File: src/logic/expand_pkg.sv
/* Expand 1x1 shared definitions */
package expand_pkg;

	////////////////////////////////////////////////////////////
	// Sizes
	////////////////////////////////////////////////////////////
	localparam int DATA_W    = 16;
	localparam int ACC_W     = 32;
	localparam int CHIN_NUM  = 16;
	localparam int LANE_NUM  = 8;
	localparam int PIXEL_NUM = 16;
	localparam int ADDR_W    = $clog2(CHIN_NUM);
	// Slot counter also covers the gap cycle
	localparam int SLOT_W    = $clog2(CHIN_NUM + 1);
	localparam int PIX_W     = $clog2(PIXEL_NUM + 1);
	// Requant window of the Q-format sum
	localparam int Q_LSB     = 14;
	localparam int Q_MSB     = Q_LSB + DATA_W - 2;

	////////////////////////////////////////////////////////////
	// Types
	////////////////////////////////////////////////////////////
	typedef logic signed [DATA_W-1:0] data_t;
	typedef logic signed [ACC_W-1:0]  acc_t;

	typedef struct packed {
		logic fire2_en;
		logic fire3_en;
	} layer_req_t;

	// Element selects keep the signed element type
	typedef data_t [LANE_NUM-1:0]             kern_vec_t;
	typedef acc_t  [LANE_NUM-1:0]             bias_vec_t;
	typedef acc_t  [LANE_NUM-1:0]             acc_vec_t;
	typedef logic  [LANE_NUM-1:0][DATA_W-1:0] ofm_vec_t;

	////////////////////////////////////////////////////////////
	// Parameter formulas
	////////////////////////////////////////////////////////////
	// Kernel pattern, spans about -135 to +135
	function automatic data_t layer_weight(input int layer, input int ch, input int lane);
		int w;
		w = ((ch * 7 + lane * 13 + layer * 5) % 31) - 15;
		return data_t'(w * 9);
	endfunction

	// Bias ramps across lanes, shifted per layer
	function automatic acc_t layer_bias(input int layer, input int lane);
		int b;
		b = (lane * 3 + layer * 4 - 10) * 1024;
		return acc_t'(b);
	endfunction

endpackage

File: src/logic/output_requant.sv
/* Bias, ReLU and requant */
`timescale 1ns/1ns

module output_requant (
	input  logic                  clk,
	input  logic                  rst_gen,
	input  logic                  sample_i,
	input  expand_pkg::acc_vec_t  acc_i,
	input  expand_pkg::bias_vec_t bias_i,
	output expand_pkg::ofm_vec_t  ofm_o,
	output logic                  ofm_valid_o
);

	expand_pkg::acc_vec_t sum_c;
	expand_pkg::ofm_vec_t q_c;

	////////////////////////////////////////////////////////////
	// Per lane bias add and slice
	////////////////////////////////////////////////////////////
	always_comb begin
		for (int i = 0; i < expand_pkg::LANE_NUM; i++) begin
			sum_c[i] = acc_i[i] + bias_i[i];
			// ReLU on the sign bit
			if (sum_c[i][expand_pkg::ACC_W-1]) begin
				q_c[i] = '0;
			end else begin
				// Q-format window, top bit forced clear
				q_c[i] = {1'b0, sum_c[i][expand_pkg::Q_MSB:expand_pkg::Q_LSB]};
			end
		end
	end

	////////////////////////////////////////////////////////////
	// Output register
	////////////////////////////////////////////////////////////
	// Vector only loads on the sample
	always_ff @(posedge clk) begin
		if (sample_i)
			ofm_o <= q_c;
	end

	// Strobe lines up with the new vector
	always_ff @(posedge clk) begin
		if (rst_gen)
			ofm_valid_o <= 1'b0;
		else
			ofm_valid_o <= sample_i;
	end

endmodule

File: config.mk
export PLATFORM = sky130hd
export DESIGN_NAME = output_requant
export DESIGN_NICKNAME = d
export VERILOG_FILES = /design/src/logic/expand_pkg.sv /design/src/logic/output_requant.sv
export SDC_FILE = /design/constraint.sdc
export NUM_CORES = 1
export LEC_CHECK = 0
export ABC_AREA = 0
export BUFFER_PORTS_ARGS = -buffer_cell sky130_fd_sc_hd__buf_2
export CORE_AREA = 2 2 249 251
export CTS_CLUSTER_SIZE = 28
export DETAILED_ROUTE_END_ITERATION = 12
export DIE_AREA = 0 0 251 253
export GPL_TIMING_DRIVEN = 0
export PLACE_DENSITY = 0.42
export SYNTH_ARGS = -nofsm -noshare
export SYNTH_HDL_FRONTEND = slang
export SYNTH_SLANG_ARGS = --single-unit
File: constraint.sdc
create_clock -name clk -period 2.5 [get_ports clk]
set_input_delay 0.25 -clock clk [delete_from_list [all_inputs] [get_ports clk]]
set_output_delay 0.25 -clock clk [all_outputs]
set_load 0.03 [all_outputs]
==> run summary <==
top post-synthesis cells by area: edfxtp_1, ha_1, a21oi_1
Worst setup SP type: input port
WL/cell: 17.7 um
crit path DAT: 2.64 ns
PortBufs: 635
initial antenna violation count: 5
Power Density: 533 nW/um^2
Post-Layout Cell Count: 2850
clk sinks: 121
critical path, cell by cell: buf_2, ha_1, and4_1, and2_1, a22oi_2, nand3_2, a31oi_4, o221ai_4, a31oi_4, xnor2_4, buf_6, a31oi_1
hold depth: 1
core box area: 61000 um^2
WP depth: 12
Clock transition at path regs: 0.06 ns
htree depth: 4
worst hold path class: in2reg
Primary FF master, synth: edfxtp_1
slew at the pin closest to its max-slew limit: 0.841 ns
CTS tree: done
max cap viols: 0
total number of vias: 13000
maximum fanout along the worst path: 7
Final #Nets: 2799
Fin Setup TNS: 0 ns
post-place setup slack: -1.54 ns
Synth warnings: 0
area grow syn2layout: 42.7%
Routed WL: 50300 um
sequential fraction of the synthesis area: 28.4%
placed cell count: 2789
Tot GR Track Use: 15.1%
worst hold margin: 0.235 ns
Post-synth EDFFs: 120
Die Width: 251 um
CP top delay family: compound AO/OA/AOI/OAI gates
crit path kind: in2reg
Routability Congestion: 0.868
Hold Vio Cnt, Final: 0
period utilization: 97.0%
Final min period: 2.43 ns
CP Buf/Inv Count: 2
share of layout cells above drive strength 1: 37.8%
leading area contributor after synthesis: edfxtp_1
DR DRC count: 0
slew margin rel.: 43.9%
antenna-violating nets left: 0
P_leak: 8.57 nW
Worst Path Required: 2.72 ns
Iter 0 DRT Violations: 518
CP Capture Type: flop
area post-placement: 17000 um^2
Synth top area share: 28.2%
Post-DP HPWL: 42400 um
final setup margin: 0.0738 ns
Worst path max stage delay: 0.34 ns
die height: 253 um
asr flop ratio synth: 0%
via/cell ratio: 4.58
Num CTS Buffers: 17
Initial DRT Pass Iterations: 5
Setup Viol. Count Final: 0
most frequent CP cell: a31oi_4
status: complete, no violations
Starting Density: 20.9%
first-pass GRT wire length: 73500 um
Syn Inst Count: 1356
CTS Buffer Depth: 2
Ports: 644
Post-Syn Area per Cell: 9.42 um^2
CP max stage cell: ha_1
design area: 18200 um^2
num rows: 91
Synth cell types: 73
peak supply drop: 517 uV
max-slew violations: 0
achievable frequency: 412 MHz
Die ar.: 63500 um^2
largest net degree at the start of global routing: 70
total grt overflow: 0
Synth Cell Area: 12800 um^2
vias in the first global route: 13100
clock root cell: clkbuf_16
Synth Register Bits: 121
## routing by layer
metal  track usage (%)  wire [um]  vias to the layer above
met1              17.7      21100                     6039
met3              3.48       2610                       54
met5                 0         13                        -
met2              27.2      25600                      373
met4              4.83        996                        2
li1                  -          -                     6571
## cells in the mapped netlist, drive strengths merged, types with 5 or more instances
master and count:
inv 48, o31a 5, xor2 40, nor4 5
o21bai 17, and3 28, nor2b 18, nand3 28
a21oi 138, a31oi 41, o21a 15, nand2b 9
a211oi 18, and4 9, edfxtp 120, xnor2 64
and2 18, nor3 37, nand2 69, ha 240
or3 6, o221ai 5, o211ai 13, nor2 112
a21o 58, nand4 42, buf 16, o21ai 86
## cell usage in the layout (no fill, tap or decap), drive strengths merged, types with 5 or more instances in the layout
| cell | count |
|---|---|
| o211ai | 13 |
| o31a | 5 |
| conb | 8 |
| nand4 | 42 |
| o21a | 15 |
| nand3 | 29 |
| nor2b | 18 |
| and4 | 9 |
| nand2 | 69 |
| a211oi | 18 |
| edfxtp | 120 |
| a31oi | 41 |
| and3 | 28 |
| nor2 | 112 |
| a21oi | 138 |
| and2 | 18 |
| clkbuf | 23 |
| ha | 240 |
| o21bai | 17 |
| o21ai | 86 |
| a21o | 58 |
| o221ai | 5 |
| buf | 675 |
| xor2 | 40 |
| clkinv | 6 |
| nor4 | 5 |
| or3 | 6 |
| nor3 | 37 |
| nand2b | 9 |
| xnor2 | 64 |
| inv | 49 |
## repair_timing
| action | 4_1_cts | 5_1_grt |
|---|---|---|
| hold endpoints to repair | 1 | 0 |
| buffers inserted | 7 | 16 |
| gates resized for setup | 14 | 42 |
| endpoints found under the setup margin | 40 | 93 |
| hold buffers | 1 | 0 |
| gates cloned | 0 | 3 |
| pin swaps | 9 | 24 |
## metrics by stage
stage	utilization [%]	total power, mW
after detailed placement	27.9	6.98
after floorplan	-	5.48
final	29.9	9.71
after CTS	29.0	9.71
after global routing	29.9	10.4
after global placement	27.8	6.95
## power breakdown
| part | internal [mW] | switching [mW] |
|---|---|---|
| Combinational | 1.76 | 2.64 |
| Clock | 1.46 | 1.08 |
| Sequential | 2.68 | 0.0844 |
## worst paths after layout
kind,slack (ns),end,from
setup / recovery,0.07,ofm_o[32],acc_i[77]
hold / removal,0.23,ofm_o[122],sample_i
## kinds of logic after synthesis
kind of cell / after synthesis / share of synthesized area [%]
AO/OA/AOI/OAI: 427 / 22.2
other: 1 / 0.0294
XOR/XNOR: 104 / 7.37
adder cells (fa/ha/maj): 240 / 23.5
AND/OR/NAND/NOR: 394 / 15.8
flip-flops: 121 / 28.4
buffers and inverters: 66 / 2.47
multiplexers: 3 / 0.235
## cell type report
class | instances | area [um^2]
timing repair buffer | 661 | 3460
buffer | 18 | 154
clock buffer | 20 | 437
sequential | 121 | 3620
fill | 6548 | 42800
clock inverter | 12 | 126
multi-input combinational | 1177 | 9250
tap | 790 | 988
antenna | 3 | 7.51
inverter | 48 | 180
## flip-flops by register name (all words and copies together), names as in the netlist
register     count
ofm_o          120
ofm_valid_o      1
Note: power is estimated with default switching activity, not from simulation.
