[src/logic/expand_pkg.sv]
/* Expand 1x1 shared definitions */
package expand_pkg;

	////////////////////////////////////////////////////////////
	// Sizes
	////////////////////////////////////////////////////////////
	localparam int DATA_W    = 16;
	localparam int ACC_W     = 32;
	localparam int CHIN_NUM  = 16;
	localparam int LANE_NUM  = 8;
	localparam int PIXEL_NUM = 16;
	localparam int ADDR_W    = $clog2(CHIN_NUM);
	// Slot counter also covers the gap cycle
	localparam int SLOT_W    = $clog2(CHIN_NUM + 1);
	localparam int PIX_W     = $clog2(PIXEL_NUM + 1);
	// Requant window of the Q-format sum
	localparam int Q_LSB     = 14;
	localparam int Q_MSB     = Q_LSB + DATA_W - 2;

	////////////////////////////////////////////////////////////
	// Types
	////////////////////////////////////////////////////////////
	typedef logic signed [DATA_W-1:0] data_t;
	typedef logic signed [ACC_W-1:0]  acc_t;

	typedef struct packed {
		logic fire2_en;
		logic fire3_en;
	} layer_req_t;

	// Element selects keep the signed element type
	typedef data_t [LANE_NUM-1:0]             kern_vec_t;
	typedef acc_t  [LANE_NUM-1:0]             bias_vec_t;
	typedef acc_t  [LANE_NUM-1:0]             acc_vec_t;
	typedef logic  [LANE_NUM-1:0][DATA_W-1:0] ofm_vec_t;

	////////////////////////////////////////////////////////////
	// Parameter formulas
	////////////////////////////////////////////////////////////
	// Kernel pattern, spans about -135 to +135
	function automatic data_t layer_weight(input int layer, input int ch, input int lane);
		int w;
		w = ((ch * 7 + lane * 13 + layer * 5) % 31) - 15;
		return data_t'(w * 9);
	endfunction

	// Bias ramps across lanes, shifted per layer
	function automatic acc_t layer_bias(input int layer, input int lane);
		int b;
		b = (lane * 3 + layer * 4 - 10) * 1024;
		return acc_t'(b);
	endfunction

endpackage

[src/logic/mac_lane.sv]
/* Signed MAC lane */
`timescale 1ns/1ns

module mac_lane (
	input  logic              clk,
	input  logic              rst_gen,
	input  logic              clr_i,
	input  logic              en_i,
	input  expand_pkg::data_t pix_i,
	input  expand_pkg::data_t ker_i,
	output expand_pkg::acc_t  acc_o
);

	expand_pkg::acc_t prod_c;

	// Full precision product, sign extended into the sum width
	assign prod_c = pix_i * ker_i;

	always_ff @(posedge clk) begin
		if (rst_gen) begin
			acc_o <= '0;
		end else if (clr_i) begin
			// New pixel starts from its first product
			acc_o <= prod_c;
		end else if (en_i) begin
			acc_o <= acc_o + prod_c;
		end
	end

	// Clear only ever comes on a live channel slot
	a_clr_with_en: assert property (@(posedge clk) disable iff (rst_gen)
		clr_i |-> en_i);

endmodule

[config.mk]
export PLATFORM = sky130hd
export DESIGN_NAME = mac_lane
export DESIGN_NICKNAME = d
export VERILOG_FILES = /design/src/logic/expand_pkg.sv /design/src/logic/mac_lane.sv
export SDC_FILE = /design/constraint.sdc
export NUM_CORES = 1
export LEC_CHECK = 0
export ABC_AREA = 0
export BUFFER_PORTS_ARGS = -buffer_cell sky130_fd_sc_hd__buf_2
export CORE_UTILIZATION = 40
export CTS_BUF_LIST = sky130_fd_sc_hd__clkbuf_8
export CTS_CLUSTER_SIZE = 10
export DETAILED_ROUTE_END_ITERATION = 16
export PLACE_DENSITY = 0.66
export SYNTH_ARGS = -nofsm -noshare
export SYNTH_HDL_FRONTEND = slang
export SYNTH_SLANG_ARGS = --single-unit
[constraint.sdc]
create_clock -name clk -period 21.2 [get_ports clk]
set_input_delay 3.18 -clock clk [delete_from_list [all_inputs] [get_ports clk]]
set_output_delay 3.18 -clock clk [all_outputs]
set_load 0.005 [all_outputs]
==> results of run 1 <==
## routing by layer
layer | share of wire, % | track usage [%] | up-vias
li1 | - | - | 4631
met1 | 41 | 23.99 | 5074
met2 | 54 | 35.95 | 207
met3 | 3.2 | 1.364 | 47
met4 | 2.5 | 5.085 | 0
met5 | 0 | 0 | -
## stage by stage
step	instance area, sq um	setup WS, ps
finish	13600	10150
global placement	13520	9921
CTS	13600	10140
global route	13600	9590
floorplan	12880	10380
detailed placement	13520	9838
## path summary, 6_finish.rpt
check / startpoint / end / slack (ps) / cells after the start
worst min-delay path: acc_o[10] / acc_o[10] / 570 / 2
worst max-delay path: pix_i[10] / acc_o[31] / 10150 / 30
worst min register to register: acc_o[10] / acc_o[10] / 570 / 2
worst max register to register: acc_o[4] / acc_o[31] / 17990 / 11
## layout make-up
class                      count  area (sq um)
clock buffer                   5         68.82
clock inverter                 2         8.758
fill                        3094         18040
inverter                     311          1167
multi-input combinational   1080         10870
sequential                    32         640.6
tap                          402         503.0
timing repair buffer          67         335.3
## worst max-delay path, delay by kind of cell
| family | cells | cell delay, ps |
|---|---|---|
| AO/OA/AOI/OAI | 13 | 2830 |
| XOR/XNOR | 1 | 160 |
| adder cells (fa/ha/maj) | 8 | 3790 |
| buffers and inverters | 2 | 370 |
| multiplexers | 1 | 310 |
| AND/OR/NAND/NOR | 5 | 620 |
## cell families (layout without fill, tap and decap cells)
family	Yosys count	count (layout)	synth area share, %
simple gates	421	421	15.94
buf+inv	363	385	10.59
flops	32	32	4.974
compound gates	220	220	12.06
fa+ha+maj	378	378	52.05
mux	8	8	0.7189
xor+xnor	53	53	3.663
## layout by cell type (no fill, tap or decap), types with 2 or more instances in the layout
master,n
sky130_fd_sc_hd__nand4_1,4
sky130_fd_sc_hd__xor2_1,15
sky130_fd_sc_hd__nor2_1,77
sky130_fd_sc_hd__and2_1,128
sky130_fd_sc_hd__nand2b_1,12
sky130_fd_sc_hd__nand3_1,10
sky130_fd_sc_hd__nand3b_1,3
sky130_fd_sc_hd__fa_1,263
sky130_fd_sc_hd__o31ai_1,5
sky130_fd_sc_hd__a211oi_1,21
sky130_fd_sc_hd__buf_2,67
sky130_fd_sc_hd__inv_1,312
sky130_fd_sc_hd__o21ai_1,4
sky130_fd_sc_hd__a21boi_0,2
sky130_fd_sc_hd__nor2b_1,7
sky130_fd_sc_hd__mux2i_1,7
sky130_fd_sc_hd__o21a_1,12
sky130_fd_sc_hd__xnor2_1,37
sky130_fd_sc_hd__a21o_1,21
sky130_fd_sc_hd__ha_1,115
sky130_fd_sc_hd__o311ai_1,2
sky130_fd_sc_hd__dfxtp_1,32
sky130_fd_sc_hd__a21oi_2,4
sky130_fd_sc_hd__a21oi_1,66
sky130_fd_sc_hd__a311oi_1,3
sky130_fd_sc_hd__a31oi_1,3
sky130_fd_sc_hd__a221o_1,2
sky130_fd_sc_hd__nor3_1,11
sky130_fd_sc_hd__nor4_1,2
sky130_fd_sc_hd__o31a_1,5
sky130_fd_sc_hd__clkbuf_8,5
sky130_fd_sc_hd__o21bai_1,10
sky130_fd_sc_hd__a221oi_1,3
sky130_fd_sc_hd__nand2_1,150
sky130_fd_sc_hd__o21ai_0,18
sky130_fd_sc_hd__a211o_1,8
sky130_fd_sc_hd__a41oi_1,3
sky130_fd_sc_hd__or2_2,4
sky130_fd_sc_hd__o211ai_1,5
sky130_fd_sc_hd__and3_1,5
==> results.md, run 1 <==
- Status: completed
- Standard-cell rows: 65
- Yosys reg bits: 32
- Largest cells by area after synthesis: sky130_fd_sc_hd__fa_1 41%, sky130_fd_sc_hd__ha_1 11%, sky130_fd_sc_hd__inv_1 9.1%
- Vias in the first global route: 10570
- Number of detailed-routing iterations run before antenna repair: 5
- GPL Wtd Cong: 0.8735
- Initial Utilization: 40.71%
- Overall die height: 181.4 um
- Crit Path Class: input port to flip-flop
- Average cell area after synthesis: 8.731 sq um
- Master of the slowest instance on the critical path: sky130_fd_sc_hd__fa_1
- Maximum number of pins on one net before global-route repair: 41
- Antenna violations before repair: 0
- Die outline area: 0.03292 sq mm
- CP Capture Type: flip-flop
- Diode insertion count for antenna repair: 0
- Setup clock skew after layout: 6.091 ps
- Routed wire length per instance: 15.92 um
- Clk pin slew, worst setup/hold paths: 70 ps
- Yosys warning count: 0
- Post-synth cell types: 74
- Number of flops mapped to enable cells by yosys: 0
- RSZ-0062 raised after global routing: no
- Total of max-cap violations: 0
- Dominant cell type by area after synthesis: sky130_fd_sc_hd__fa_1
- Registers with the most flip-flops: acc_o: 32 flops
- Detailed-route DRC error count: 0
- Syn Nets: 1889
- Number of nets in the layout: 1911
- Main flop type after synthesis: sky130_fd_sc_hd__dfxtp_1
- Crit path largest cell delay: 570 ps
- Inserted Clock Buffers: 5
- Final Hold Fails: 0
- Final cycle utilization of the critical path: 52.14%
- Maximum level of the CTS H-tree: 2
- Area overhead of the layout relative to synthesis: 5.586%
- I/O pins: 68
- Count of instances resized after the clock tree is built: 0
- Post-DR vias/cell: 5.244
- Leading cell types by count after synthesis: 311 x sky130_fd_sc_hd__inv_1, 263 x sky130_fd_sc_hd__fa_1, 150 x sky130_fd_sc_hd__nand2_1
- Number of placed instances, taps included: 1892
- Ys async rst share: 0%
- Final worst hold slack: 571.8 ps
- Root Buffer: sky130_fd_sc_hd__clkbuf_8
- Sink Count: 32
- Placed wire-length estimate after detailed placement: 25300 um
- Cell with the most instances after synthesis: sky130_fd_sc_hd__inv_1
- Share of the core filled with cells: 42.98%
- Worst-margin pin slew: 1021 ps
- Insertion delay to the later sink of the worst-skew pair: 300 ps
- Combined global-route utilization of all metal layers: 19.31%
- Maximum clock path buffer count: 2
- Final wirelength: 30240 um
- Worst slew margin relative to its limit: 31.85%
- Post-CTS setup-driven buffer insertion count: 0
- Fraction of the yosys area taken by sequential cells: 4.974%
- Largest reg by FF count: acc_o
- Mapped cell area: 0.01288 sq mm
- Most common cell on crit path: sky130_fd_sc_hd__fa_1
- Count of vias placed by the detailed router: 9959
- Area share of the largest cell type after synthesis: 40.88%
- First-pass GRT wire length: 51400 um
- Max FFs per register: 32
- Area of the core: 0.03164 sq mm
- Path type of the worst min-delay path: flip-flop to flip-flop
- Number of I/O port buffers: 67
- Post-Syn Instances: 1475
- Sum of negative setup slack: 0 ps
- Number of pins with negative max-slew slack in the final report: 0
- Overall overflow remaining after global route: 0
- DRT iter0 DRCs: 495
- X dimension of the die: 181.4 um
- Maximum fanout count along the critical path: 16
- Hold-fix buffer count after cts: 0
- Final setup violation count: 0
- Fraction of final layout cells sized beyond drive strength 1: 6.413%
- Min Tclk post-route: 11050 ps
- Required time at the endpoint of the critical path: 21390 ps
- Antenna Nets Post-Route: 0
- WP data arrival: 11240 ps
- Maximum achievable frequency: 90.46 MHz
- Post-route insts no fill: 1899
- CTS tree: built
- Startpoint type of the worst setup path: input port
Power of run 1 is left out: the tool's default activity adds up to more than one toggle a clock period on the data nets, which glitch-free logic cannot reach.
==> inputs of run 2 (changes only) <==
PLACE_DENSITY = 0.68   (was 0.66)
clock period = 10.1 ns   (was 21.2 ns; I/O delays follow)
==> run 2 against run 1 <==
  * Cell count grew 0.32%
  * Worst setup slack got worse by 9400 ps
  * Core utilization grew 0.17 points
  * Non-clock buffer count increased by 5
  * Count of clock-buffer cells in the layout up 1
  * Via count shrank 0.58%
  * Wire length fell by 1.2%
  * Critical path type unchanged
  * Highest routed layer unchanged
==> results.md, run 2 (synthesized netlist as in run 1, its figures left out) <==
- Number of nets in the layout: 1916
- Overall overflow remaining after global route: 0
- Worst slew margin relative to its limit: 32.24%
- Insertion delay to the later sink of the worst-skew pair: 300 ps
- Placement Cell Area: 0.01356 sq mm
- Inserted Clock Buffers: 5
- Count of instances resized after the clock tree is built: 0
- First-pass GRT wire length: 51630 um
- Crit path largest cell delay: 590 ps
- Number of pins with negative max-slew slack in the final report: 0
- Required time at the endpoint of the critical path: 10290 ps
- Post-DR vias/cell: 5.197
- Master of the slowest instance on the critical path: sky130_fd_sc_hd__fa_1
- Root Buffer: sky130_fd_sc_hd__clkbuf_8
- Diode insertion count for antenna repair: 0
- Worst-margin pin slew: 1015 ps
- Initial Utilization: 40.71%
- Setup clock skew after layout: 7.328 ps
- Die outline area: 0.03292 sq mm
- Vias in the first global route: 10730
- Final Hold Fails: 0
- Detailed-route DRC error count: 0
- Hold-fix buffer count after cts: 0
- Number of detailed-routing iterations run before antenna repair: 5
- Largest reg by FF count: acc_o
- Area taken by multi-input logic gates: 0.01087 sq mm
- Final design area excluding fillers: 0.01365 sq mm
- Total of max-cap violations: 0
- I/O pins: 68
- Count of vias placed by the detailed router: 9901
- Area of the core: 0.03164 sq mm
- Number of placed instances, taps included: 1897
- Maximum number of pins on one net before global-route repair: 41
- Final wirelength: 29890 um
- Min Tclk post-route: 9331 ps
- CTS tree: built
- Placed wire-length estimate after detailed placement: 25380 um
- Clk pin slew, worst setup/hold paths: 80 ps
- X dimension of the die: 181.4 um
- Final cycle utilization of the critical path: 92.39%
- Max FFs per register: 32
- Filler Cells Inserted: 3119
- Largest delay share family, worst path: adder cells
- CP Capture Type: flip-flop
- Post-route insts no fill: 1905
- Maximum level of the CTS H-tree: 2
- Worst path bufs/invs: 2
- Antenna violations before repair: 0
- Sink Count: 32
- Fraction of final layout cells sized beyond drive strength 1: 6.853%
- Area overhead of the layout relative to synthesis: 5.994%
- Path type of the worst min-delay path: flip-flop to flip-flop
- RSZ-0062 raised after global routing: no
- Post-CTS setup-driven buffer insertion count: 0
- Overall die height: 181.4 um
- Commonest non-fill, non-tap cell in the layout: sky130_fd_sc_hd__inv_1
- GPL Wtd Cong: 0.9367
- Crit Path Class: input port to flip-flop
- Standard-cell rows: 65
- Most common cell on crit path: sky130_fd_sc_hd__fa_1
- Maximum clock path buffer count: 2
- Maximum fanout count along the critical path: 16
- Startpoint type of the worst setup path: input port
- Maximum achievable frequency: 107.2 MHz
- Storage cell area: 640.6 sq um
- Combined global-route utilization of all metal layers: 19.34%
- Registers with the most flip-flops: acc_o: 32 flops
- Commonest cells after routing, fill and taps aside: 311 x sky130_fd_sc_hd__inv_1, 263 x sky130_fd_sc_hd__fa_1, 150 x sky130_fd_sc_hd__nand2_1, 128 x sky130_fd_sc_hd__and2_1, 115 x sky130_fd_sc_hd__ha_1
- DRT iter0 DRCs: 542
- WP data arrival: 9520 ps
- Status: completed
- Sum of negative setup slack: 0 ps
- Final setup violation count: 0
- Antenna Nets Post-Route: 0
- Routed wire length per instance: 15.69 um
- Number of I/O port buffers: 67
[run 2: cell types whose count changed in the layout (fill, tap and decap cells not counted), sizes merged]
cell	previous run	this run
inv	312	311
clkbuf	5	6
buf	67	72
clkinv	1	2
[run 2: path summary, 6_finish.rpt]
| kind | from | end | slack [ps] | cells past startpoint |
|---|---|---|---|---|
| worst max-delay path | pix_i[9] | acc_o[31] | 770 | 30 |
| worst min-delay path | acc_o[10] | acc_o[10] | 570 | 2 |
| worst max register to register | acc_o[0] | acc_o[30] | 6900 | 12 |
| worst min register to register | acc_o[10] | acc_o[10] | 570 | 2 |
[run 2: routing by layer]
layer	up-vias	share of wire (%)	GRT usage [%]
met3	44	3.9	2.166
met2	224	55	36.37
met4	0	2.3	4.576
li1	4630	-	-
met1	5003	39	23.42
met5	-	0	0
[run 2: cell type report]
| cell class | count | area share [%] |
|---|---|---|
| multi-input combinational | 1080 | 79.66 |
| inverter | 311 | 8.552 |
| sequential | 32 | 4.693 |
| tap | 402 | 3.685 |
| timing repair buffer | 72 | 2.731 |
| clock buffer | 6 | 0.6049 |
| clock inverter | 2 | 0.07333 |
[run 2: through the flow]
step / hold slack [ps] / setup WS, ps / util (%)
finish: 569.0 / 768.8 / 43.15
global route: 590.7 / 358.3 / 43.15
CTS: 567.9 / 761.7 / 43.15
detailed placement: 554.1 / 469.8 / 42.86
global placement: 552.1 / 619.0 / 42.86
floorplan: 511.8 / 944.7 / -
[run 2: worst reg2reg max path: stages, from the launching register on]
cell and delay [ps]:
sky130_fd_sc_hd__dfxtp_1 330, sky130_fd_sc_hd__ha_1 250, sky130_fd_sc_hd__fa_1 440, sky130_fd_sc_hd__a21oi_1 210
sky130_fd_sc_hd__o22a_1 210, sky130_fd_sc_hd__a21oi_1 180, sky130_fd_sc_hd__a2bb2oi_1 270, sky130_fd_sc_hd__o211ai_1 160
sky130_fd_sc_hd__a21oi_1 340, sky130_fd_sc_hd__o31ai_1 160, sky130_fd_sc_hd__nor4_1 180, sky130_fd_sc_hd__a31oi_1 80
sky130_fd_sc_hd__a32o_1 280
Power of run 2 is left out for the same reason.
==> inputs of run 3 (changes only) <==
PLACE_DENSITY = 0.66   (was 0.68)
clock period = 9.8 ns   (was 10.1 ns; I/O delays follow)
==> run 3 against run 2 <==
  * Worst setup slack got worse by 360 ps
  * Global-route usage increased by 0.058 points
  * Die area unchanged
  * First-iteration DRC count decreased by 20%
  * Non-clock buffer count increased by 4
  * Critical path type unchanged
  * Sequential share of layout area about the same
==> results.md, run 3 (synthesized netlist as in run 1, its figures left out) <==
- Maximum number of pins on one net before global-route repair: 41
- DRT iter0 DRCs: 434
- Commonest non-fill, non-tap cell in the layout: sky130_fd_sc_hd__inv_1
- Count of instances resized after the clock tree is built: 0
- Area overhead of the layout relative to synthesis: 6.130%
- Master of the slowest instance on the critical path: sky130_fd_sc_hd__fa_1
- CTS tree: built
- Path type of the worst min-delay path: flip-flop to flip-flop
- Most common cell on crit path: sky130_fd_sc_hd__fa_1
- Root Buffer: sky130_fd_sc_hd__clkbuf_8
- Overall overflow remaining after global route: 0
- X dimension of the die: 181.4 um
- Startpoint type of the worst setup path: input port
- Hold-fix buffer count after cts: 0
- Worst-margin pin slew: 974.2 ps
- Standard-cell rows: 65
- Crit Path Class: input port to flip-flop
- Final cycle utilization of the critical path: 95.79%
- Registers with the most flip-flops: acc_o: 32 flops
- Filler Cells Inserted: 3139
- Crit path largest cell delay: 580 ps
- Maximum fanout count along the critical path: 16
- Worst slew margin relative to its limit: 34.98%
- Initial Utilization: 40.71%
- Inserted Clock Buffers: 5
- Min Tclk post-route: 9388 ps
- Antenna Nets Post-Route: 0
- Overall die height: 181.4 um
- Status: completed
- Routed wire length per instance: 15.80 um
- Maximum level of the CTS H-tree: 2
- Clk pin slew, worst setup/hold paths: 70 ps
- Final Hold Fails: 0
- Pre-CTS worst setup slack: 166.9 ps
- GPL Wtd Cong: 0.8687
- Detailed-route DRC error count: 0
- Die outline area: 0.03292 sq mm
- Area of the core: 0.03164 sq mm
- Required time at the endpoint of the critical path: 9990 ps
- Number of placed instances, taps included: 1901
- RSZ-0062 raised after global routing: no
- First-pass GRT wire length: 51680 um
- Storage cell area: 640.6 sq um
- WP data arrival: 9570 ps
- Post-CTS setup-driven buffer insertion count: 0
- Count of vias placed by the detailed router: 9985
- Final setup violation count: 0
- Post-route insts no fill: 1909
- Largest reg by FF count: acc_o
- Sink Count: 32
- CP Capture Type: flip-flop
- Worst path bufs/invs: 2
- Antenna violations before repair: 0
- Sum of negative setup slack: 0 ps
- Area taken by multi-input logic gates: 0.01087 sq mm
- Max FFs per register: 32
- Largest delay share family, worst path: adder cells
- Commonest cells after routing, fill and taps aside: 312 x sky130_fd_sc_hd__inv_1, 263 x sky130_fd_sc_hd__fa_1, 150 x sky130_fd_sc_hd__nand2_1, 128 x sky130_fd_sc_hd__and2_1, 115 x sky130_fd_sc_hd__ha_1
- Maximum achievable frequency: 106.5 MHz
- Placed wire-length estimate after detailed placement: 25450 um
- Setup clock skew after layout: 8.943 ps
- Number of I/O port buffers: 67
- Number of nets in the layout: 1920
- Number of detailed-routing iterations run before antenna repair: 5
- Total of max-cap violations: 0
- Combined global-route utilization of all metal layers: 19.40%
- Maximum clock path buffer count: 2
- Post-DR vias/cell: 5.230
- Vias in the first global route: 10550
- I/O pins: 68
- Share of the core filled with cells: 43.20%
- Number of pins with negative max-slew slack in the final report: 0
- Insertion delay to the later sink of the worst-skew pair: 300 ps
- Setup slack after layout: 412.4 ps
- Fraction of final layout cells sized beyond drive strength 1: 6.972%
- Final wirelength: 30160 um
## run 3: cell count changes in the layout (fill, tap and decap cells not counted)
| cell | delta |
|---|---|
| sky130_fd_sc_hd__buf_4 | +4 |
| sky130_fd_sc_hd__clkbuf_8 | -1 |
| sky130_fd_sc_hd__clkinv_2 | -1 |
| sky130_fd_sc_hd__diode_2 | +1 |
| sky130_fd_sc_hd__inv_1 | +1 |
## run 3: path summary, 6_finish.rpt
check | start | to | slack (ps) | depth (start not counted)
setup reg to reg | acc_o[4] | acc_o[31] | 6600 | 11
setup / recovery | ker_i[1] | acc_o[31] | 410 | 30
hold / removal | acc_o[18] | acc_o[18] | 570 | 2
hold reg to reg | acc_o[18] | acc_o[18] | 570 | 2
## run 3: final cells by class
type                       instances  share of cell area, %
tap                              402                  3.680
timing repair buffer              76                  2.948
sequential                        32                  4.687
clock buffer                       5                 0.5035
multi-input combinational       1080                  79.56
clock inverter                     2                0.06408
inverter                         311                  8.541
antenna                            1                0.01831
## run 3: per-layer routing
metal	part of all wire [%]	wire length, um	track usage [%]
met5	0	0	0
met4	2.3	695	4.712
met3	2.9	865	1.524
met2	54	16310	36.63
met1	41	12290	23.73
## run 3: per-stage QoR
step                      instance area, sq um  hold slack, ps
after floorplan                          12880           511.8
after global placement                   13590           552.3
after detailed placement                 13590           555.8
after CTS                                13670           573.4
after global routing                     13670           612.8
final                                    13670           571.3
## run 3: tightest hold or removal path, delay by kind of cell (launching register included)
kind / cells / cell delay, ps
AO/OA/AOI/OAI: 2 / 190
flip-flops: 1 / 330
Power of run 3 is left out for the same reason.
