**config.mk**
```make
export PLATFORM = sky130hd
export DESIGN_NAME = expand_sequencer
export DESIGN_NICKNAME = d
export VERILOG_FILES = /design/src/logic/expand_pkg.sv /design/src/logic/expand_sequencer.sv
export SDC_FILE = /design/constraint.sdc
export NUM_CORES = 1
export LEC_CHECK = 0
export BUFFER_PORTS_ARGS = -buffer_cell sky130_fd_sc_hd__buf_2
export CAP_MARGIN = 20
export CORE_MARGIN = 5
export CORE_UTILIZATION = 62
export CTS_BUF_LIST = sky130_fd_sc_hd__clkbuf_8
export DETAILED_ROUTE_END_ITERATION = 16
export GPL_ROUTABILITY_DRIVEN = 0
export PLACE_DENSITY_LB_ADDON = 0.2
export RECOVER_POWER = 100
export SLEW_MARGIN = 20
export SYNTH_ARGS = -nofsm -noshare
export SYNTH_HDL_FRONTEND = slang
export SYNTH_SLANG_ARGS = --single-unit
```
**constraint.sdc**
```tcl
create_clock -name clk -period 4.3 [get_ports clk]
set_input_delay 0.86 -clock clk [delete_from_list [all_inputs] [get_ports clk]]
set_output_delay 0.86 -clock clk [all_outputs]
set_load 0.05 [all_outputs]
```
**src/logic/expand_pkg.sv**
```systemverilog
/* Expand 1x1 shared definitions */
package expand_pkg;

	////////////////////////////////////////////////////////////
	// Sizes
	////////////////////////////////////////////////////////////
	localparam int DATA_W    = 16;
	localparam int ACC_W     = 32;
	localparam int CHIN_NUM  = 16;
	localparam int LANE_NUM  = 8;
	localparam int PIXEL_NUM = 16;
	localparam int ADDR_W    = $clog2(CHIN_NUM);
	// Slot counter also covers the gap cycle
	localparam int SLOT_W    = $clog2(CHIN_NUM + 1);
	localparam int PIX_W     = $clog2(PIXEL_NUM + 1);
	// Requant window of the Q-format sum
	localparam int Q_LSB     = 14;
	localparam int Q_MSB     = Q_LSB + DATA_W - 2;

	////////////////////////////////////////////////////////////
	// Types
	////////////////////////////////////////////////////////////
	typedef logic signed [DATA_W-1:0] data_t;
	typedef logic signed [ACC_W-1:0]  acc_t;

	typedef struct packed {
		logic fire2_en;
		logic fire3_en;
	} layer_req_t;

	// Element selects keep the signed element type
	typedef data_t [LANE_NUM-1:0]             kern_vec_t;
	typedef acc_t  [LANE_NUM-1:0]             bias_vec_t;
	typedef acc_t  [LANE_NUM-1:0]             acc_vec_t;
	typedef logic  [LANE_NUM-1:0][DATA_W-1:0] ofm_vec_t;

	////////////////////////////////////////////////////////////
	// Parameter formulas
	////////////////////////////////////////////////////////////
	// Kernel pattern, spans about -135 to +135
	function automatic data_t layer_weight(input int layer, input int ch, input int lane);
		int w;
		w = ((ch * 7 + lane * 13 + layer * 5) % 31) - 15;
		return data_t'(w * 9);
	endfunction

	// Bias ramps across lanes, shifted per layer
	function automatic acc_t layer_bias(input int layer, input int lane);
		int b;
		b = (lane * 3 + layer * 4 - 10) * 1024;
		return acc_t'(b);
	endfunction

endpackage

```
**src/logic/expand_sequencer.sv**
```systemverilog
/* Expand layer sequencer */
`timescale 1ns/1ns

module expand_sequencer (
	input  logic                          clk,
	input  logic                          rst_gen,
	input  expand_pkg::layer_req_t        layer_i,
	output logic [expand_pkg::ADDR_W-1:0] rom_addr_o,
	output logic                          layer_sel_o,
	output logic                          lane_en_o,
	output logic                          acc_clr_o,
	output logic                          fire2_done_o,
	output logic                          fire3_done_o
);

	logic [expand_pkg::SLOT_W-1:0] slot_q;
	logic [expand_pkg::PIX_W-1:0]  f2_pix_q;
	logic [expand_pkg::PIX_W-1:0]  f3_pix_q;
	logic                          f2_done_q;
	logic                          f3_done_q;
	logic [1:0]                    f2_lag_q;
	logic [1:0]                    f3_lag_q;
	logic                          f2_act;
	logic                          f3_act;
	logic                          any_act;
	logic                          pix_end;

	////////////////////////////////////////////////////////////
	// Layer select
	////////////////////////////////////////////////////////////
	always_comb begin
		// Finished layers are masked out and fire2 wins a tie
		f2_act  = layer_i.fire2_en && !f2_done_q;
		f3_act  = layer_i.fire3_en && !f3_done_q && !f2_act;
		any_act = f2_act || f3_act;
		// Gap slot closes the pixel
		pix_end = any_act && (slot_q == expand_pkg::SLOT_W'(expand_pkg::CHIN_NUM));
	end

	////////////////////////////////////////////////////////////
	// Slot counter over CHIN_NUM channels and one gap
	////////////////////////////////////////////////////////////
	always_ff @(posedge clk) begin
		if (rst_gen) begin
			slot_q <= '0;
		end else if (!any_act || pix_end) begin
			slot_q <= '0;
		end else begin
			slot_q <= slot_q + 1'b1;
		end
	end

	assign lane_en_o   = any_act && (slot_q < expand_pkg::SLOT_W'(expand_pkg::CHIN_NUM));
	// First channel restarts the accumulators
	assign acc_clr_o   = any_act && (slot_q == '0);
	// Address parked at zero on the gap
	assign rom_addr_o  = lane_en_o ? slot_q[expand_pkg::ADDR_W-1:0] : '0;
	assign layer_sel_o = f3_act;

	////////////////////////////////////////////////////////////
	// Pixel counters and done flags
	////////////////////////////////////////////////////////////
	always_ff @(posedge clk) begin
		if (rst_gen) begin
			f2_pix_q  <= '0;
			f3_pix_q  <= '0;
			f2_done_q <= 1'b0;
			f3_done_q <= 1'b0;
		end else if (pix_end) begin
			if (f2_act) begin
				f2_pix_q <= f2_pix_q + 1'b1;
				if (f2_pix_q == expand_pkg::PIX_W'(expand_pkg::PIXEL_NUM - 1))
					f2_done_q <= 1'b1;
			end else begin
				f3_pix_q <= f3_pix_q + 1'b1;
				if (f3_pix_q == expand_pkg::PIX_W'(expand_pkg::PIXEL_NUM - 1))
					f3_done_q <= 1'b1;
			end
		end
	end

	// Done level waits out the lane and requant stages
	always_ff @(posedge clk) begin
		if (rst_gen) begin
			f2_lag_q <= '0;
			f3_lag_q <= '0;
		end else begin
			f2_lag_q <= {f2_lag_q[0], f2_done_q};
			f3_lag_q <= {f3_lag_q[0], f3_done_q};
		end
	end

	assign fire2_done_o = f2_lag_q[1];
	assign fire3_done_o = f3_lag_q[1];

	// Slot never runs past the gap
	a_slot_range: assert property (@(posedge clk) disable iff (rst_gen)
		slot_q <= expand_pkg::SLOT_W'(expand_pkg::CHIN_NUM));
	// Done flag matches a full pixel count and the count stays frozen after it
	a_done_count: assert property (@(posedge clk) disable iff (rst_gen)
		(f2_done_q == (f2_pix_q == expand_pkg::PIX_W'(expand_pkg::PIXEL_NUM))) &&
		(f3_done_q == (f3_pix_q == expand_pkg::PIX_W'(expand_pkg::PIXEL_NUM))));

endmodule

```
==> results of run 1 <==
kinds of logic after synthesis:
| kind of cell | synth area share |
|---|---|
| simple gates | 0.257 |
| flops | 0.426 |
| compound gates | 0.117 |
| buf+inv | 0.0634 |
| fa+ha+maj | 0.0760 |
| xor+xnor | 0.0266 |
| mux | 0.0342 |
cell type report:
type | instances | share of cell area
well taps | 16 | 0.0189
multi-input cells | 74 | 0.476
flip-flops and latches | 21 | 0.397
inverters | 5 | 0.0177
clock buffers | 3 | 0.0390
clock inverters | 1 | 0.00709
repair buffers | 12 | 0.0437
power by group:
| group | internal, mW | total [mW] | switching [mW] | leakage [nW] |
|---|---|---|---|---|
| Combinational | 0.00767 | 0.0351 | 0.0274 | 0.212 |
| Sequential | 0.196 | 0.198 | 0.00191 | 0.170 |
| Clock | 0.0654 | 0.130 | 0.0648 | 0.0217 |
metal layers:
layer  vias to the layer above  part of all wire
met3                         6             0.032
met1                       351              0.44
met5                         -                 0
met2                        10              0.50
met4                         0             0.024
li1                        394                 -
state kept, by name (all words and copies together), names as in the netlist:
name / count
f3_done_q: 1
f3_pix_q: 5
f2_lag_q: 2
f2_pix_q: 5
slot_q: 5
f3_lag_q: 2
f2_done_q: 1
metrics by stage:
step | std cells | power (mW) | hold WS [ps] | area (sq um) | setup slack [ps]
floorplan | 106 | 0.233 | 414 | 987 | 859
global placement | 128 | 0.238 | 426 | 1020 | 1520
detailed placement | 128 | 0.239 | 431 | 1020 | 1450
CTS | 132 | 0.368 | 456 | 1070 | 1450
global route | 132 | 0.382 | 463 | 1060 | 1020
finish | 132 | 0.363 | 447 | 1060 | 1170
layout by cell type (no fill, tap or decap):
| master | Yosys | layout |
|---|---|---|
| sky130_fd_sc_hd__dfxtp_1 | 21 | 21 |
| sky130_fd_sc_hd__nor2_1 | 12 | 12 |
| sky130_fd_sc_hd__clkbuf_1 | 1 | 11 |
| sky130_fd_sc_hd__nor2b_1 | 9 | 9 |
| sky130_fd_sc_hd__a21oi_1 | 7 | 7 |
| sky130_fd_sc_hd__nand3_1 | 6 | 6 |
| sky130_fd_sc_hd__ha_1 | 6 | 6 |
| sky130_fd_sc_hd__inv_1 | 5 | 5 |
| sky130_fd_sc_hd__and2_1 | 3 | 3 |
| sky130_fd_sc_hd__and3_1 | 3 | 3 |
| sky130_fd_sc_hd__mux2_2 | 3 | 3 |
| sky130_fd_sc_hd__o31ai_1 | 3 | 3 |
| sky130_fd_sc_hd__clkbuf_8 | 0 | 3 |
| sky130_fd_sc_hd__nand2b_1 | 2 | 2 |
| sky130_fd_sc_hd__o21ai_0 | 2 | 2 |
| sky130_fd_sc_hd__nand4_1 | 2 | 2 |
| sky130_fd_sc_hd__or4_1 | 2 | 2 |
| sky130_fd_sc_hd__xor2_1 | 2 | 2 |
| sky130_fd_sc_hd__a311oi_1 | 2 | 2 |
| sky130_fd_sc_hd__a31oi_1 | 2 | 2 |
| sky130_fd_sc_hd__and2_2 | 1 | 1 |
| sky130_fd_sc_hd__and4bb_1 | 0 | 1 |
| sky130_fd_sc_hd__nand4bb_1 | 1 | 1 |
| sky130_fd_sc_hd__or3_2 | 1 | 1 |
| sky130_fd_sc_hd__nor4_1 | 1 | 1 |
| sky130_fd_sc_hd__a211o_1 | 1 | 1 |
| sky130_fd_sc_hd__a41oi_1 | 1 | 1 |
| sky130_fd_sc_hd__xnor2_1 | 1 | 1 |
| sky130_fd_sc_hd__clkinvlp_4 | 0 | 1 |
| sky130_fd_sc_hd__buf_2 | 2 | 1 |
worst max-delay path by stage:
stage	cells after the start	to	start	slack, ps
after detailed placement	5	acc_clr_o	layer_i[1]	1450
after floorplan	4	acc_clr_o	layer_i[1]	860
after CTS	5	acc_clr_o	layer_i[1]	1450
final	5	acc_clr_o	layer_i[1]	1170
after global placement	5	acc_clr_o	layer_i[1]	1520
after global routing	5	acc_clr_o	layer_i[1]	1020
==> tab_implementation.tex, run 1 <==
\begin{tabular}{lr}
\hline
Metric & Value \\
\hline
\multicolumn{2}{l}{\textbf{Run status}} \\
\quad Status & completed \\
\multicolumn{2}{l}{\textbf{CTS}} \\
\quad Cell at the root of the clock tree & sky130\_fd\_sc\_hd\_\_clkbuf\_8 \\
\quad Clock tree buffer depth & 2 \\
\quad Number of levels the H-tree was split into & 1 \\
\quad TritonCTS Buffers & 3 \\
\quad TritonCTS clock tree & yes \\
\quad Setup bufs post-CTS & 0 \\
\quad Reg clk slew, reported paths & 80 ps \\
\quad PostCTS Resize Cnt & 0 \\
\quad TritonCTS Sinks & 21 \\
\quad Number of buffers inserted for hold repair after clock tree synthesis & 0 \\
\quad Clk\_lat worst skew & 260 ps \\
\multicolumn{2}{l}{\textbf{Worst setup path}} \\
\quad Maximum cell stage delay along the critical path & 470 ps \\
\quad Worst-path cell chain & clkbuf\_1 > nand2b\_1 > a21oi\_1 > and3\_1 > clkbuf\_1 \\
\quad Worst R2R Start & slot\_q[0] \\
\quad Highest-delay cell along the critical path & sky130\_fd\_sc\_hd\_\_clkbuf\_1 \\
\quad Worst path arrival time & 2270 ps \\
\quad Setup slack on the worst flop-to-flop path & 2530 ps \\
\quad Reg2Reg Capture Point & f3\_pix\_q[3] \\
\quad Kind of launch point of the worst setup path & primary input \\
\quad CP Class & primary input to output port \\
\quad Element type at the critical path end & output port \\
\quad Required time of the critical path & 3440 ps \\
\quad Maximum net fanout on the critical path & 11 \\
\quad Most Frequent Cell on Critical Path & sky130\_fd\_sc\_hd\_\_clkbuf\_1 \\
\quad Worst Reg2Reg Path Length in Cells & 5 \\
\quad Critical path buffer and inverter count & 2 \\
\quad Delay-heaviest family, CP & buffers and inverters \\
\multicolumn{2}{l}{\textbf{Floorplan}} \\
\quad Total Die Area & 2490 sq um \\
\quad Rows & 14 \\
\quad Area inside the core boundary & 1510 sq um \\
\quad I/O pin cnt & 13 \\
\quad Die height & 49.9 microns \\
\quad Chip Width & 49.9 microns \\
\quad Initial cell density of the core & 0.655 \\
\multicolumn{2}{l}{\textbf{Logic synthesis}} \\
\quad Number of synthesized flops with an enable pin & 0 \\
\quad Synthesized area & 987 sq um \\
\quad Sequential area share after synthesis & 0.426 \\
\quad Count of state elements after synthesis & 21 \\
\quad Post-synthesis cell type count & 30 \\
\quad Cell accounting for the most synthesized area & sky130\_fd\_sc\_hd\_\_dfxtp\_1 \\
\quad Leading cell type by number of instances after synthesis & sky130\_fd\_sc\_hd\_\_dfxtp\_1 \\
\quad Mapped Nets & 116 \\
\quad Most used flip-flop cell after synthesis & sky130\_fd\_sc\_hd\_\_dfxtp\_1 \\
\quad Synth cell count leaders & sky130\_fd\_sc\_hd\_\_dfxtp\_1, sky130\_fd\_sc\_hd\_\_nor2\_1, sky130\_fd\_sc\_hd\_\_nor2b\_1 \\
\quad YS warnings & 0 \\
\quad Cell count after synthesis & 106 \\
\quad Fraction of synthesized cell area taken by the top area cell type & 0.426 \\
\quad Share of flip-flops with an asynchronous set or reset & 0 \\
\quad Mean instance size in the synthesized netlist & 9.31 sq um \\
\quad Largest cells by area after synthesis & sky130\_fd\_sc\_hd\_\_dfxtp\_1, sky130\_fd\_sc\_hd\_\_ha\_1, sky130\_fd\_sc\_hd\_\_nor2b\_1 \\
\multicolumn{2}{l}{\textbf{Final layout}} \\
\quad Final core utilization & 0.703 \\
\quad Layout fillers & 119 \\
\quad Area growth from synthesis to layout & 7.22\% \\
\quad Sequential Area & 420 sq um \\
\quad Share of post-route cells with drive strength above 1 & 0.0862 \\
\quad Multi-input gate area & 504 sq um \\
\quad Fin nets & 127 \\
\quad Antenna diode count & 0 \\
\multicolumn{2}{l}{\textbf{STA}} \\
\quad Max-slew headroom & 0.482 \\
\quad Max-slew violation total from the final report & 0 \\
\quad Setup repair after global routing missed its margin & false \\
\quad FMAX & 0.319 GHz \\
\quad Clock period minus final worst setup slack & 3130 ps \\
\quad Clock skew after layout & 4.63 ps \\
\quad Hold violation total from the final report & 0 \\
\quad Final number of setup-violating endpoints & 0 \\
\quad Slew of the pin with the lowest slew margin & 777 ps \\
\quad Final setup TNS & 0 ps \\
\quad Share of the cycle needed by the critical path after routing & 0.728 \\
\multicolumn{2}{l}{\textbf{Global routing}} \\
\quad Global routing usage summed across all routing layers & 0.144 \\
\quad Met1 global-route usage & 0.160 \\
\quad Most Used Layer, Global Route & met2 \\
\quad Maximum number of pins on one net before global-route repair & 21 \\
\quad Initial antenna violation count & 0 \\
\quad Vias in the first global route & 690 \\
\quad Routing usage on met2 & 0.244 \\
\quad Met3 Use GR & 0.0271 \\
\quad Global route overflow & 0 \\
\quad First-pass GRT wire length & 2770 microns \\
\multicolumn{2}{l}{\textbf{Min path}} \\
\quad Hold Path Class & flop to flop \\
\quad Min-delay src & f2\_lag\_q[0] \\
\quad Capture endpoint of the worst hold path & f2\_lag\_q[1] \\
\quad Number of stages on the worst hold path & 1 \\
\multicolumn{2}{l}{\textbf{Place}} \\
\quad I/O Buffers & 12 \\
\quad Final HPWL from detailed placement & 1220 microns \\
\multicolumn{2}{l}{\textbf{Pwr}} \\
\quad Power per cell area & 343 nW/um\^{}2 \\
\quad Maximum ir drop on the vdd rail & 218 uV \\
\quad Leakage power summed over all cells & 0.403 nW \\
\multicolumn{2}{l}{\textbf{Drt}} \\
\quad Via/cell ratio & 5.77 \\
\quad Starting DRC count in detailed routing & 27 \\
\quad WL per Instance & 13.2 microns \\
\quad Overall via count from detail\_route & 761 \\
\quad Count of nets left with antenna violations after detail routing & 0 \\
\quad Routed wire length & 1740 microns \\
\quad Residual DRC & 0 \\
\quad 1st-pass router iterations & 4 \\
\multicolumn{2}{l}{\textbf{Job}} \\
\quad Number of maximum-capacitance violations & 0 \\
\hline
\end{tabular}
No activity file was read; power rests on OpenSTA's default activity.
==> inputs of run 2 (changes only) <==
--- a/config.mk
+++ b/config.mk
@@ -8,7 +8,7 @@
 export BUFFER_PORTS_ARGS = -buffer_cell sky130_fd_sc_hd__buf_2
 export CAP_MARGIN = 20
 export CORE_MARGIN = 5
-export CORE_UTILIZATION = 62
+export CORE_UTILIZATION = 58
 export CTS_BUF_LIST = sky130_fd_sc_hd__clkbuf_8
 export DETAILED_ROUTE_END_ITERATION = 16
 export GPL_ROUTABILITY_DRIVEN = 0
==> constraint.sdc (replaced) <==
create_clock -name clk -period 3 [get_ports clk]
set_input_delay 0.6 -clock clk [delete_from_list [all_inputs] [get_ports clk]]
set_output_delay 0.6 -clock clk [all_outputs]
set_load 0.05 [all_outputs]
==> tab_implementation.tex, run 2 (synthesized netlist as in run 1, its figures left out) <==
\begin{tabular}{lr}
\hline
Metric & Value \\
\hline
\multicolumn{2}{l}{\textbf{CTS}} \\
\quad Reg clk slew, reported paths & 70 ps \\
\quad TritonCTS clock tree & yes \\
\quad Cell at the root of the clock tree & sky130\_fd\_sc\_hd\_\_clkbuf\_8 \\
\quad Number of buffers inserted for hold repair after clock tree synthesis & 0 \\
\quad Setup bufs post-CTS & 0 \\
\quad Clk\_lat worst skew & 250 ps \\
\quad PostCTS Resize Cnt & 0 \\
\quad Clock tree buffer depth & 2 \\
\quad TritonCTS Sinks & 21 \\
\quad Number of levels the H-tree was split into & 1 \\
\quad TritonCTS Buffers & 3 \\
\multicolumn{2}{l}{\textbf{Global routing}} \\
\quad Vias in the first global route & 762 \\
\quad Maximum number of pins on one net before global-route repair & 21 \\
\quad Global routing usage summed across all routing layers & 0.154 \\
\quad First-pass GRT wire length & 3140 microns \\
\quad Initial antenna violation count & 0 \\
\quad Global route overflow & 0 \\
\multicolumn{2}{l}{\textbf{STA}} \\
\quad Hold slack final & 447 ps \\
\quad Max-slew violation total from the final report & 0 \\
\quad Clock skew after layout & 2.11 ps \\
\quad Worst setup slack after layout & 434 ps \\
\quad Setup repair after global routing missed its margin & false \\
\quad Final number of setup-violating endpoints & 0 \\
\quad Clock period minus final worst setup slack & 2570 ps \\
\quad FMAX & 0.390 GHz \\
\quad Final setup TNS & 0 ps \\
\quad Max-slew headroom & 0.452 \\
\quad Slew of the pin with the lowest slew margin & 822 ps \\
\quad Hold violation total from the final report & 0 \\
\quad Share of the cycle needed by the critical path after routing & 0.855 \\
\multicolumn{2}{l}{\textbf{Place}} \\
\quad Post-placement worst setup slack & 659 ps \\
\quad I/O Buffers & 12 \\
\quad Placed inst area & 1020 sq um \\
\quad Final HPWL from detailed placement & 1200 microns \\
\multicolumn{2}{l}{\textbf{Pwr}} \\
\quad Maximum ir drop on the vdd rail & 421 uV \\
\quad Leakage power summed over all cells & 0.410 nW \\
\quad Power per cell area & 485 nW/um\^{}2 \\
\multicolumn{2}{l}{\textbf{Run status}} \\
\quad Status & completed \\
\multicolumn{2}{l}{\textbf{Final layout}} \\
\quad Layout fillers & 154 \\
\quad Fin nets & 127 \\
\quad Registers with the most flip-flops & f2\_pix\_q: 5 flops, f3\_pix\_q: 5 flops, slot\_q: 5 flops \\
\quad Area growth from synthesis to layout & 7.22\% \\
\quad Share of post-route cells with drive strength above 1 & 0.0948 \\
\quad Antenna diode count & 0 \\
\quad Top library cells by usage in the layout, fill and taps aside & sky130\_fd\_sc\_hd\_\_dfxtp\_1, sky130\_fd\_sc\_hd\_\_nor2\_1, sky130\_fd\_sc\_hd\_\_clkbuf\_1 \\
\quad Most frequent standard cell in the layout excluding fill and tap cells & sky130\_fd\_sc\_hd\_\_dfxtp\_1 \\
\quad Post-layout instance area & 1060 sq um \\
\multicolumn{2}{l}{\textbf{Worst setup path}} \\
\quad Element type at the critical path end & output port \\
\quad Worst Reg2Reg Path Length in Cells & 5 \\
\quad Setup slack on the worst flop-to-flop path & 1250 ps \\
\quad Timing startpoint of the critical path & layer\_i[1] \\
\quad Maximum net fanout on the critical path & 11 \\
\quad Worst path arrival time & 1970 ps \\
\quad Kind of launch point of the worst setup path & primary input \\
\quad Required time of the critical path & 2400 ps \\
\quad Worst R2R Start & slot\_q[0] \\
\quad Reg2Reg Capture Point & f3\_pix\_q[3] \\
\quad CP Class & primary input to output port \\
\multicolumn{2}{l}{\textbf{Drt}} \\
\quad Overall via count from detail\_route & 774 \\
\quad Via/cell ratio & 5.82 \\
\quad 1st-pass router iterations & 4 \\
\quad WL per Instance & 12.9 microns \\
\quad Residual DRC & 0 \\
\quad Starting DRC count in detailed routing & 7 \\
\quad Count of nets left with antenna violations after detail routing & 0 \\
\quad Routed wire length & 1720 microns \\
\multicolumn{2}{l}{\textbf{Floorplan}} \\
\quad Area inside the core boundary & 1670 sq um \\
\quad Rows & 15 \\
\quad Chip Width & 51.3 microns \\
\quad Initial cell density of the core & 0.591 \\
\quad Die height & 51.3 microns \\
\quad Total Die Area & 2630 sq um \\
\quad I/O pin cnt & 13 \\
\multicolumn{2}{l}{\textbf{Min path}} \\
\quad Hold Path Class & flop to flop \\
\quad Min-delay src & f3\_lag\_q[0] \\
\quad Capture endpoint of the worst hold path & f3\_lag\_q[1] \\
\quad Number of stages on the worst hold path & 1 \\
\multicolumn{2}{l}{\textbf{Job}} \\
\quad Number of maximum-capacitance violations & 0 \\
\hline
\end{tabular}
==> run 2: per-stage QoR <==
step                total power [mW]  std cells  utilization
floorplan                      0.334        106            -
global placement               0.342        129        0.613
detailed placement             0.343        129        0.613
CTS                            0.524        133        0.641
global route                   0.542        133        0.634
finish                         0.514        133        0.634
==> run 2: power by group <==
group	switching [mW]	leakage (nW)	internal, mW
combinational	0.0394	0.215	0.0112
clock	0.0868	0.0255	0.0923
sequential	0.00315	0.170	0.281
total	0.129	0.410	0.385
==> run 2: cell type report <==
| class | count | area, sq um | area share |
|---|---|---|---|
| inverter | 5 | 18.8 | 0.0177 |
| tap | 17 | 21.3 | 0.0201 |
| sequential | 21 | 420 | 0.397 |
| clock inverter | 1 | 5.00 | 0.00473 |
| timing repair buffer | 12 | 47.5 | 0.0449 |
| clock buffer | 3 | 41.3 | 0.0390 |
| multi-input combinational | 74 | 504 | 0.476 |
==> run 2: critical path, cell delays in order <==
cell and delay, ps:
sky130_fd_sc_hd__buf_2 100, sky130_fd_sc_hd__nand2b_1 210, sky130_fd_sc_hd__a21oi_1 380, sky130_fd_sc_hd__and3_1 210, sky130_fd_sc_hd__clkbuf_1 460
==> run 2: routing by layer <==
metal	vias up	part of all wire	wire length (microns)	GRT usage
met2	23	0.45	773	0.273
met5	-	0	0	0
met3	6	0.068	117	0.0262
li1	393	-	-	-
met4	0	0.028	48	0.0830
met1	352	0.45	783	0.174
==> run 2: worst max-delay path by stage <==
stage,endpoint,slack [ps]
3_5_place_dp,acc_clr_o,660
4_1_cts,acc_clr_o,650
5_1_grt,acc_clr_o,300
2_1_floorplan,acc_clr_o,80
3_3_place_gp,acc_clr_o,720
6_report,acc_clr_o,430
